**config.mk**
```make
export PLATFORM = sky130hd
export DESIGN_NAME = epb_opb_top
export DESIGN_NICKNAME = d
export VERILOG_FILES = /design/src/hdl/epb_opb_pkg.sv /design/src/hdl/epb_opb_bridge.sv /design/src/hdl/opb_arbiter.sv /design/src/hdl/opb_reg_slave.sv /design/src/hdl/epb_opb_top.sv
export VERILOG_INCLUDE_DIRS = /design/src /design/src/hdl
export SDC_FILE = /design/constraint.sdc
export NUM_CORES = 2
export LEC_CHECK = 0
export BUFFER_PORTS_ARGS = -buffer_cell sky130_fd_sc_hd__buf_2
export CORE_MARGIN = 2
export CORE_UTILIZATION = 30
export CTS_CLUSTER_SIZE = 14
export DETAILED_ROUTE_END_ITERATION = 6
export PLACE_DENSITY = 0.45
export SKIP_LAST_GASP = 1
export SYNTH_ARGS = -nofsm -noshare
export SYNTH_HDL_FRONTEND = slang
export SYNTH_HIERARCHICAL = 1
export SYNTH_SLANG_ARGS = --single-unit
```
**constraint.sdc**
```tcl
create_clock -name OPB_Clk -period 11.5 [get_ports OPB_Clk]
set_clock_uncertainty 0.1 [all_clocks]
set_input_delay 0.575 -clock OPB_Clk [delete_from_list [all_inputs] [get_ports OPB_Clk]]
set_output_delay 0.575 -clock OPB_Clk [all_outputs]
set_load 0.05 [all_outputs]
```
**src/hdl/epb_opb_params.svh**
```systemverilog
`ifndef EPB_OPB_PARAMS_SVH
`define EPB_OPB_PARAMS_SVH

// number of 32-bit registers in the slave
`define REG_DEPTH 64

// wait cycles between select seen by the slave and its acknowledge
`define SLV_WAIT 2

// select cycles without an acknowledge before the bus times out
`define OPB_TIMEOUT_CYC 16

// idle cycles the bridge adds after each reply
`define BRIDGE_BACKOFF 2

`endif

```
**src/hdl/epb_opb_pkg.sv**
```systemverilog
`default_nettype none

package epb_opb_pkg;

  // OPB vectors are big-endian, bit 0 is the msb
  typedef logic [0:31] opb_addr_t;
  typedef logic [0:31] opb_data_t;
  typedef logic [0:3]  opb_be_t;

  // the EPB side keeps the usual descending order
  typedef logic [15:0] epb_data_t;

  // bridge request sequencing
  typedef enum logic [1:0] {
    BR_IDLE    = 2'd0,
    BR_ARB     = 2'd1,
    BR_WAIT    = 2'd2,
    BR_BACKOFF = 2'd3
  } bridge_state_e;

endpackage

`default_nettype wire

```
**src/hdl/epb_opb_bridge.sv**
```systemverilog
`timescale 1ns/1ps
`default_nettype none
`include "epb_opb_params.svh"

module epb_opb_bridge (
  input  wire                          OPB_Clk,
  input  wire                          arst_n,
  input  wire                          epb_cs_n,
  input  wire                          epb_r_w_n,
  input  wire                          epb_oe_n,
  input  wire  [1:0]                   epb_be_n,
  input  wire  [22:0]                  epb_addr,
  input  wire  [5:0]                   epb_addr_gp,
  input  wire  epb_opb_pkg::epb_data_t epb_data_i,
  output epb_opb_pkg::epb_data_t       epb_data_o,
  output logic                         epb_data_oe_n,
  output logic                         epb_rdy,
  output logic                         m_request,
  output logic                         m_select,
  output logic                         m_rnw,
  output epb_opb_pkg::opb_be_t         m_be,
  output epb_opb_pkg::opb_addr_t       m_abus,
  output epb_opb_pkg::opb_data_t       m_dbus,
  input  wire                          opb_mgrant,
  input  wire                          opb_xferack,
  input  wire                          opb_errack,
  input  wire                          opb_timeout,
  input  wire  epb_opb_pkg::opb_data_t opb_dbus
);

  import epb_opb_pkg::*;

  localparam int BO_W = $clog2(`BRIDGE_BACKOFF + 2);

  bridge_state_e   state;
  logic            prev_cs_n;
  logic            sel_q;
  logic            pend_q;
  logic [BO_W-1:0] backoff_cnt;
  logic            strobe;
  logic            active;
  logic            reply;

  // falling edge of cs_n as seen on the bus clock
  assign strobe = prev_cs_n & ~epb_cs_n;
  assign active = ~epb_cs_n;
  assign reply  = opb_xferack | opb_errack | opb_timeout;

  // host data pins turn around only for a read with oe_n low
  assign epb_data_oe_n = ~epb_r_w_n | epb_cs_n | epb_oe_n;

  // request spans from the strobe to the end of the wait state
  assign m_request = (state == BR_IDLE && strobe) ||
                     state == BR_ARB ||
                     state == BR_WAIT;

  // select cuts through as soon as the grant is there
  assign m_select = sel_q ||
                    (state == BR_IDLE && strobe && opb_mgrant) ||
                    (state == BR_ARB && active && opb_mgrant);

  // ready and read data cut through from the reply
  assign epb_rdy    = (state == BR_WAIT) && reply;
  assign epb_data_o = epb_addr[0] ? opb_dbus[16:31] : opb_dbus[0:15];

  // master bus is all zero while not selected so the arbiter can OR it
  always_comb begin
    m_rnw  = 1'b0;
    m_be   = '0;
    m_abus = '0;
    m_dbus = '0;
    if (m_select) begin
      m_rnw  = epb_r_w_n;
      // word address, upper 3 group bits select the region
      m_abus = {5'b0, epb_addr_gp[2:0], epb_addr[22:1], 2'b00};
      if (epb_addr[0]) begin
        // odd half-word rides on the low lanes
        if (epb_r_w_n) begin
          m_be = 4'b0011;
        end else begin
          m_be   = {2'b00, ~epb_be_n[1], ~epb_be_n[0]};
          m_dbus = {16'h0000, epb_data_i};
        end
      end else begin
        if (epb_r_w_n) begin
          m_be = 4'b1100;
        end else begin
          m_be   = {~epb_be_n[1], ~epb_be_n[0], 2'b00};
          m_dbus = {epb_data_i, 16'h0000};
        end
      end
    end
  end

  always_ff @(posedge OPB_Clk or negedge arst_n) begin
    if (!arst_n) begin
      state       <= BR_IDLE;
      prev_cs_n   <= 1'b1;
      sel_q       <= 1'b0;
      pend_q      <= 1'b0;
      backoff_cnt <= '0;
    end else begin
      prev_cs_n <= epb_cs_n;
      case (state)
        BR_IDLE: begin
          if (strobe) begin
            if (opb_mgrant) begin
              sel_q <= 1'b1;
              state <= BR_WAIT;
            end else begin
              state <= BR_ARB;
            end
          end
        end
        BR_ARB: begin
          // host gave up before the grant came
          if (!active) begin
            state <= BR_IDLE;
          end else if (opb_mgrant) begin
            sel_q <= 1'b1;
            state <= BR_WAIT;
          end
        end
        BR_WAIT: begin
          if (reply) begin
            sel_q       <= 1'b0;
            pend_q      <= 1'b0;
            backoff_cnt <= BO_W'(`BRIDGE_BACKOFF);
            state       <= BR_BACKOFF;
          end else if (!active) begin
            sel_q <= 1'b0;
            state <= BR_IDLE;
          end
        end
        BR_BACKOFF: begin
          // remember a strobe that lands during backoff
          if (strobe) begin
            pend_q <= 1'b1;
          end
          if (backoff_cnt != '0) begin
            backoff_cnt <= backoff_cnt - 1'b1;
          end else begin
            pend_q <= 1'b0;
            if ((pend_q || strobe) && active) begin
              state <= BR_ARB;
            end else begin
              state <= BR_IDLE;
            end
          end
        end
        default: begin
          state <= BR_IDLE;
        end
      endcase
    end
  end

endmodule

`default_nettype wire

```
**src/hdl/opb_arbiter.sv**
```systemverilog
`timescale 1ns/1ps
`default_nettype none
`include "epb_opb_params.svh"

module opb_arbiter (
  input  wire                          OPB_Clk,
  input  wire                          arst_n,
  input  wire                          m0_request,
  input  wire                          m0_select,
  input  wire                          m0_rnw,
  input  wire  epb_opb_pkg::opb_be_t   m0_be,
  input  wire  epb_opb_pkg::opb_addr_t m0_abus,
  input  wire  epb_opb_pkg::opb_data_t m0_dbus,
  output logic                         m0_mgrant,
  input  wire                          m1_request,
  input  wire                          m1_select,
  input  wire                          m1_rnw,
  input  wire  epb_opb_pkg::opb_be_t   m1_be,
  input  wire  epb_opb_pkg::opb_addr_t m1_abus,
  input  wire  epb_opb_pkg::opb_data_t m1_dbus,
  output logic                         m1_mgrant,
  input  wire                          slv_xferack,
  input  wire                          slv_errack,
  input  wire  epb_opb_pkg::opb_data_t slv_dbus,
  output logic                         bus_select,
  output logic                         bus_rnw,
  output epb_opb_pkg::opb_be_t         bus_be,
  output epb_opb_pkg::opb_addr_t       bus_abus,
  output epb_opb_pkg::opb_data_t       bus_dbus,
  output logic                         opb_xferack,
  output logic                         opb_errack,
  output epb_opb_pkg::opb_data_t       opb_dbus,
  output logic                         opb_timeout
);

  import epb_opb_pkg::*;

  localparam int TO_W = $clog2(`OPB_TIMEOUT_CYC + 1);

  logic            owner_q;
  logic            owner_d;
  logic            owner_sel;
  logic            ack;
  logic [TO_W-1:0] to_cnt;

  // owner_q low means master 0 holds the grant
  assign owner_sel = owner_q ? m1_select : m0_select;

  // hand over only while the owner is off the bus, master 1 first
  always_comb begin
    owner_d = owner_q;
    if (!owner_sel) begin
      if (m1_request) begin
        owner_d = 1'b1;
      end else if (m0_request) begin
        owner_d = 1'b0;
      end
    end
  end

  assign m0_mgrant = ~owner_q;
  assign m1_mgrant = owner_q;

  // idle masters drive zeros, so OR is the bus
  assign bus_select = m0_select | m1_select;
  assign bus_rnw    = m0_rnw | m1_rnw;
  assign bus_be     = m0_be | m1_be;
  assign bus_abus   = m0_abus | m1_abus;
  assign bus_dbus   = m0_dbus | m1_dbus;

  // reply path back to both masters
  assign opb_xferack = slv_xferack;
  assign opb_errack  = slv_errack;
  assign opb_dbus    = slv_dbus;

  assign ack = slv_xferack | slv_errack;

  always_ff @(posedge OPB_Clk or negedge arst_n) begin
    if (!arst_n) begin
      owner_q     <= 1'b0;
      to_cnt      <= '0;
      opb_timeout <= 1'b0;
    end else begin
      owner_q <= owner_d;
      // single pulse after the full count of unanswered select cycles
      opb_timeout <= bus_select && !ack && (to_cnt == TO_W'(`OPB_TIMEOUT_CYC - 1));
      if (!bus_select || ack) begin
        to_cnt <= '0;
      end else if (to_cnt != TO_W'(`OPB_TIMEOUT_CYC)) begin
        to_cnt <= to_cnt + 1'b1;
      end
    end
  end

endmodule

`default_nettype wire

```
**src/hdl/opb_reg_slave.sv**
```systemverilog
`timescale 1ns/1ps
`default_nettype none
`include "epb_opb_params.svh"

module opb_reg_slave (
  input  wire                          OPB_Clk,
  input  wire                          arst_n,
  input  wire                          bus_select,
  input  wire                          bus_rnw,
  input  wire  epb_opb_pkg::opb_be_t   bus_be,
  input  wire  epb_opb_pkg::opb_addr_t bus_abus,
  input  wire  epb_opb_pkg::opb_data_t bus_dbus,
  output logic                         slv_xferack,
  output logic                         slv_errack,
  output epb_opb_pkg::opb_data_t       slv_dbus
);

  import epb_opb_pkg::*;

  localparam int IDX_W    = $clog2(`REG_DEPTH);
  localparam int CNT_W    = $clog2(`SLV_WAIT + 3);
  localparam int REPLY_AT = `SLV_WAIT + 1;

  opb_data_t        regs [`REG_DEPTH];
  logic [21:0]      word;
  logic [IDX_W-1:0] idx;
  logic             region_hit;
  logic             in_range;
  logic             reply_cyc;
  logic [CNT_W-1:0] wait_cnt;

  // address layout: region in bits 0..7, word index in 8..29
  assign region_hit = (bus_abus[0:7] == 8'h00);
  assign word       = bus_abus[8:29];
  assign idx        = word[IDX_W-1:0];
  assign in_range   = (word < 22'(`REG_DEPTH));

  // reply lands once the wait count is used up
  assign reply_cyc   = bus_select && region_hit && (wait_cnt == CNT_W'(REPLY_AT));
  assign slv_xferack = reply_cyc && in_range;
  assign slv_errack  = reply_cyc && !in_range;

  // unmapped words answer with zero data
  assign slv_dbus = (slv_xferack && bus_rnw) ? regs[idx] : '0;

  // counter stops past the reply so a long select gets one answer
  always_ff @(posedge OPB_Clk or negedge arst_n) begin
    if (!arst_n) begin
      wait_cnt <= '0;
    end else if (!bus_select) begin
      wait_cnt <= '0;
    end else if (region_hit && wait_cnt <= CNT_W'(REPLY_AT)) begin
      wait_cnt <= wait_cnt + 1'b1;
    end
  end

  // byte lane b covers bus bits 8*b to 8*b+7
  always_ff @(posedge OPB_Clk or negedge arst_n) begin
    if (!arst_n) begin
      for (int i = 0; i < `REG_DEPTH; i++) begin
        regs[i] <= '0;
      end
    end else if (slv_xferack && !bus_rnw) begin
      for (int b = 0; b < 4; b++) begin
        if (bus_be[b]) begin
          regs[idx][8*b +: 8] <= bus_dbus[8*b +: 8];
        end
      end
    end
  end

endmodule

`default_nettype wire

```
**src/hdl/epb_opb_top.sv**
```systemverilog
`timescale 1ns/1ps
`default_nettype none

module epb_opb_top (
  input  wire                          OPB_Clk,
  input  wire                          arst_n,
  input  wire                          epb_cs_n,
  input  wire                          epb_r_w_n,
  input  wire                          epb_oe_n,
  input  wire  [1:0]                   epb_be_n,
  input  wire  [22:0]                  epb_addr,
  input  wire  [5:0]                   epb_addr_gp,
  input  wire  epb_opb_pkg::epb_data_t epb_data_i,
  output epb_opb_pkg::epb_data_t       epb_data_o,
  output logic                         epb_data_oe_n,
  output logic                         epb_rdy,
  input  wire                          m1_request,
  input  wire                          m1_select,
  input  wire                          m1_rnw,
  input  wire  epb_opb_pkg::opb_be_t   m1_be,
  input  wire  epb_opb_pkg::opb_addr_t m1_abus,
  input  wire  epb_opb_pkg::opb_data_t m1_dbus,
  output logic                         m1_mgrant,
  output logic                         m1_xferack,
  output logic                         m1_errack,
  output logic                         m1_timeout,
  output epb_opb_pkg::opb_data_t       m1_dbus_rd
);

  import epb_opb_pkg::*;

  // bridge master bus
  logic      m0_request;
  logic      m0_select;
  logic      m0_rnw;
  opb_be_t   m0_be;
  opb_addr_t m0_abus;
  opb_data_t m0_dbus;
  logic      m0_mgrant;

  // combined bus toward the slave
  logic      bus_select;
  logic      bus_rnw;
  opb_be_t   bus_be;
  opb_addr_t bus_abus;
  opb_data_t bus_dbus;

  // slave reply and the shared return path
  logic      slv_xferack;
  logic      slv_errack;
  opb_data_t slv_dbus;
  logic      opb_xferack;
  logic      opb_errack;
  logic      opb_timeout;
  opb_data_t opb_dbus;

  assign m1_xferack = opb_xferack;
  assign m1_errack  = opb_errack;
  assign m1_timeout = opb_timeout;
  assign m1_dbus_rd = opb_dbus;

  epb_opb_bridge u_bridge (
    .OPB_Clk       (OPB_Clk),
    .arst_n        (arst_n),
    .epb_cs_n      (epb_cs_n),
    .epb_r_w_n     (epb_r_w_n),
    .epb_oe_n      (epb_oe_n),
    .epb_be_n      (epb_be_n),
    .epb_addr      (epb_addr),
    .epb_addr_gp   (epb_addr_gp),
    .epb_data_i    (epb_data_i),
    .epb_data_o    (epb_data_o),
    .epb_data_oe_n (epb_data_oe_n),
    .epb_rdy       (epb_rdy),
    .m_request     (m0_request),
    .m_select      (m0_select),
    .m_rnw         (m0_rnw),
    .m_be          (m0_be),
    .m_abus        (m0_abus),
    .m_dbus        (m0_dbus),
    .opb_mgrant    (m0_mgrant),
    .opb_xferack   (opb_xferack),
    .opb_errack    (opb_errack),
    .opb_timeout   (opb_timeout),
    .opb_dbus      (opb_dbus)
  );

  opb_arbiter u_arbiter (
    .OPB_Clk     (OPB_Clk),
    .arst_n      (arst_n),
    .m0_request  (m0_request),
    .m0_select   (m0_select),
    .m0_rnw      (m0_rnw),
    .m0_be       (m0_be),
    .m0_abus     (m0_abus),
    .m0_dbus     (m0_dbus),
    .m0_mgrant   (m0_mgrant),
    .m1_request  (m1_request),
    .m1_select   (m1_select),
    .m1_rnw      (m1_rnw),
    .m1_be       (m1_be),
    .m1_abus     (m1_abus),
    .m1_dbus     (m1_dbus),
    .m1_mgrant   (m1_mgrant),
    .slv_xferack (slv_xferack),
    .slv_errack  (slv_errack),
    .slv_dbus    (slv_dbus),
    .bus_select  (bus_select),
    .bus_rnw     (bus_rnw),
    .bus_be      (bus_be),
    .bus_abus    (bus_abus),
    .bus_dbus    (bus_dbus),
    .opb_xferack (opb_xferack),
    .opb_errack  (opb_errack),
    .opb_dbus    (opb_dbus),
    .opb_timeout (opb_timeout)
  );

  opb_reg_slave u_slave (
    .OPB_Clk     (OPB_Clk),
    .arst_n      (arst_n),
    .bus_select  (bus_select),
    .bus_rnw     (bus_rnw),
    .bus_be      (bus_be),
    .bus_abus    (bus_abus),
    .bus_dbus    (bus_dbus),
    .slv_xferack (slv_xferack),
    .slv_errack  (slv_errack),
    .slv_dbus    (slv_dbus)
  );

endmodule

`default_nettype wire

```
==> results.sh <==
export IMPL_setup_violations=0
export IMPL_routed_wl_mm=374
export IMPL_ys_warn_count=6
export IMPL_port_buffers=171
export IMPL_pwr_share_seq_pct=41.1
export IMPL_net_switching_power_mw=5.42
export IMPL_internal_power_mw=12.4
export IMPL_wire_per_inst_um=32.5
export IMPL_dp_hpwl_mm=235
export IMPL_vias=63600
export IMPL_startpoint_type="flop"
export IMPL_core_mm2=0.318
export IMPL_r2r_end="u_slave/regs[391]"
export IMPL_h_tree_depth=4
export IMPL_finalCriticalPeriod_ps=7840
export IMPL_die_h_um=570
export IMPL_grt_max_degree=179
export IMPL_drtIter0Drc=5297
export IMPL_cp_startpoint="u_bridge/state[0]"
export IMPL_num_nets_final=7257
export IMPL_r2r_setup_slack_ps=5090
export IMPL_worst_setup_path_type="reg -> out"
export IMPL_cts_resized=0
export IMPL_cts_sinks=2065
export IMPL_syn2layout_area_growth_pct=13.6
export IMPL_crit_fanout=26
export IMPL_drc=0
export IMPL_hold_slack_ps=199
export IMPL_hp_class="in -> async"
export IMPL_reg2regPathDepth=12
export IMPL_cp_arrival_ps=7170
export IMPL_finalPower_mw=17.8
export IMPL_period_share_pct=68.2
export IMPL_die_w_um=570
export IMPL_fillers=30800
export IMPL_grt_pass1_wl_mm=524
export IMPL_netlist_area_mm2=0.0961
export IMPL_p_leak_nw=53.8
export IMPL_rows=207
export IMPL_tns_ps=0
export IMPL_p_comb_share_pct=17.0
export IMPL_seqCellArea_mm2=0.0517
export IMPL_synth_cells=7117
export IMPL_cp_required_ps=10830
export IMPL_crit_path_end_kind="output pin"
export IMPL_viasPerCell=5.53
export IMPL_rsz0062_at_grt="false"
export IMPL_gp_congestion=0.840
export IMPL_endpoint="epb_data_o[11]"
export IMPL_cts_tree="built"
export IMPL_max_freq_mhz=128
export IMPL_outcome="complete, no violations"
export IMPL_p_per_area_mw_per_mm2=163
export IMPL_cts_buffers=234
export IMPL_grt_pass1_vias=65300
export IMPL_multi_input_area_mm2=0.0419
export IMPL_timing_rr_start="u_bridge/state[0]"
export IMPL_firstDrtPassIters=6
export IMPL_detail_route_antenna_nets=0
export IMPL_clockBufferDepth=4
export IMPL_p_clk_share_pct=42.0
export IMPL_overflow=0
export IMPL_clk_latency_ps=880
export IMPL_grt_antenna_before_repair=31
export IMPL_p_sw_share_pct=30.5
export IMPL_io_pins=177
export IMPL_cts_root_buf="clkbuf_16"
export IMPL_dieArea_mm2=0.325
export IMPL_finalMaxSlewViolations=0
export IMPL_track_usage_pct=22.6
export IMPL_ir_worst_vdd_uv=136
export IMPL_maxCapViolCount=0
export IMPL_maxSlewHeadroom_pct=7.21
export IMPL_layout_drive_gt1_share_pct=43.7
export IMPL_clk_pin_slew_ps=60
export IMPL_avgSynthCellArea_um2=13.5
export IMPL_hold_violations=0
export IMPL_worst_slew_pin_slew_ps=1390
export IMPL_initial_core_util_pct=30.2
==> per-layer routing <==
metal	up-vias	track usage, %	wire [µm]
met4	12	9.26	15400
met5	-	0	90
met2	1923	35.7	172000
met3	583	4.42	22800
met1	34700	30.3	163000
li1	26400	-	-
==> power by group through the flow <==
stage / clock (mW) / combinational, mW / sequential, mW
global placement: 0 / 2.99 / 7.44
CTS: 7.66 / 3.01 / 7.31
global route: 7.97 / 3.14 / 7.31
detailed placement: 0 / 3.00 / 7.44
finish: 7.46 / 3.02 / 7.31
floorplan: 0 / 1.50 / 7.44
==> sequential cells by signal, summed over array words and instances, names as in the netlist <==
signal                 flops
u_bridge/prev_cs_n         1
u_bridge/sel_q             1
u_arbiter/opb_timeout      1
u_slave/regs            2048
u_bridge/pend_q            1
u_bridge/backoff_cnt       2
u_arbiter/m1_mgrant        1
u_slave/wait_cnt           3
u_arbiter/to_cnt           5
u_bridge/state             2
==> worst min-delay path by stage <==
stage,from,end,slack (ps),depth (start not counted)
5_1_grt,arst_n,u_slave/regs[1338],260,2
3_3_place_gp,u_slave/regs[1343],u_slave/regs[1343],370,1
4_1_cts,m1_abus[31],u_slave/wait_cnt[1],190,6
2_1_floorplan,arst_n,u_arbiter/m1_mgrant,180,0
3_5_place_dp,u_slave/regs[169],u_slave/regs[169],370,1
6_report,arst_n,u_slave/regs[1338],200,2
==> timing repair <==
action | CTS | global route
hold buffers | 5 | 0
hold endpoints to repair | 134 | 0
setup buffers | 0 | 0
==> stage by stage <==
step / std cells / cell area [µm²] / worst slack (ps) / util [%]
final: 11500 / 109000 / 3660 / 34.3
after global routing: 11500 / 109000 / 3460 / 34.3
after CTS: 11500 / 109000 / 3550 / 34.3
after detailed placement: 11100 / 102000 / 4350 / 31.9
after global placement: 11100 / 102000 / 4330 / 31.9
after floorplan: 7121 / 96100 / 6820 / -
==> critical path, stage by stage, from the launching register on <==
cell and delay (ps):
dfrtp_1 490, or2_2 380, a31oi_4 450, nor2b_1 90
or2_4 400, buf_4 360, and2b_2 260, buf_4 290
nand2_1 130, buf_4 530, o22ai_1 210, nor4_1 800
o221ai_1 320, nor4b_1 910, mux2_2 290, buf_2 270
==> layout by cell type (no fill, tap or decap), types with 39 or more instances in the layout <==
master / count
a21oi_1: 119
a221oi_1: 46
a22oi_1: 45
buf_2: 170
buf_4: 187
clkbuf_1: 51
clkbuf_16: 235
clkbuf_8: 57
clkinv_2: 46
dfrtp_1: 2064
mux2_1: 245
mux2_2: 2030
mux2i_1: 133
mux4_2: 123
nand2_1: 247
nand2_2: 42
nor2_1: 180
nor2_2: 79
nor2b_1: 39
o21ai_0: 100
o221ai_1: 184
o22ai_1: 353
or2_2: 68
==> area by class of cell <==
| cell class | instances | share of cell area, % |
|---|---|---|
| sequential | 2065 | 47.3 |
| multi-input combinational | 4424 | 38.4 |
| clock inverter | 67 | 0.631 |
| tap | 4180 | 4.79 |
| timing repair buffer | 383 | 2.50 |
| clock buffer | 343 | 6.28 |
| inverter | 20 | 0.0790 |
| antenna | 21 | 0.0481 |
Note: power is estimated with default switching activity, not from simulation.
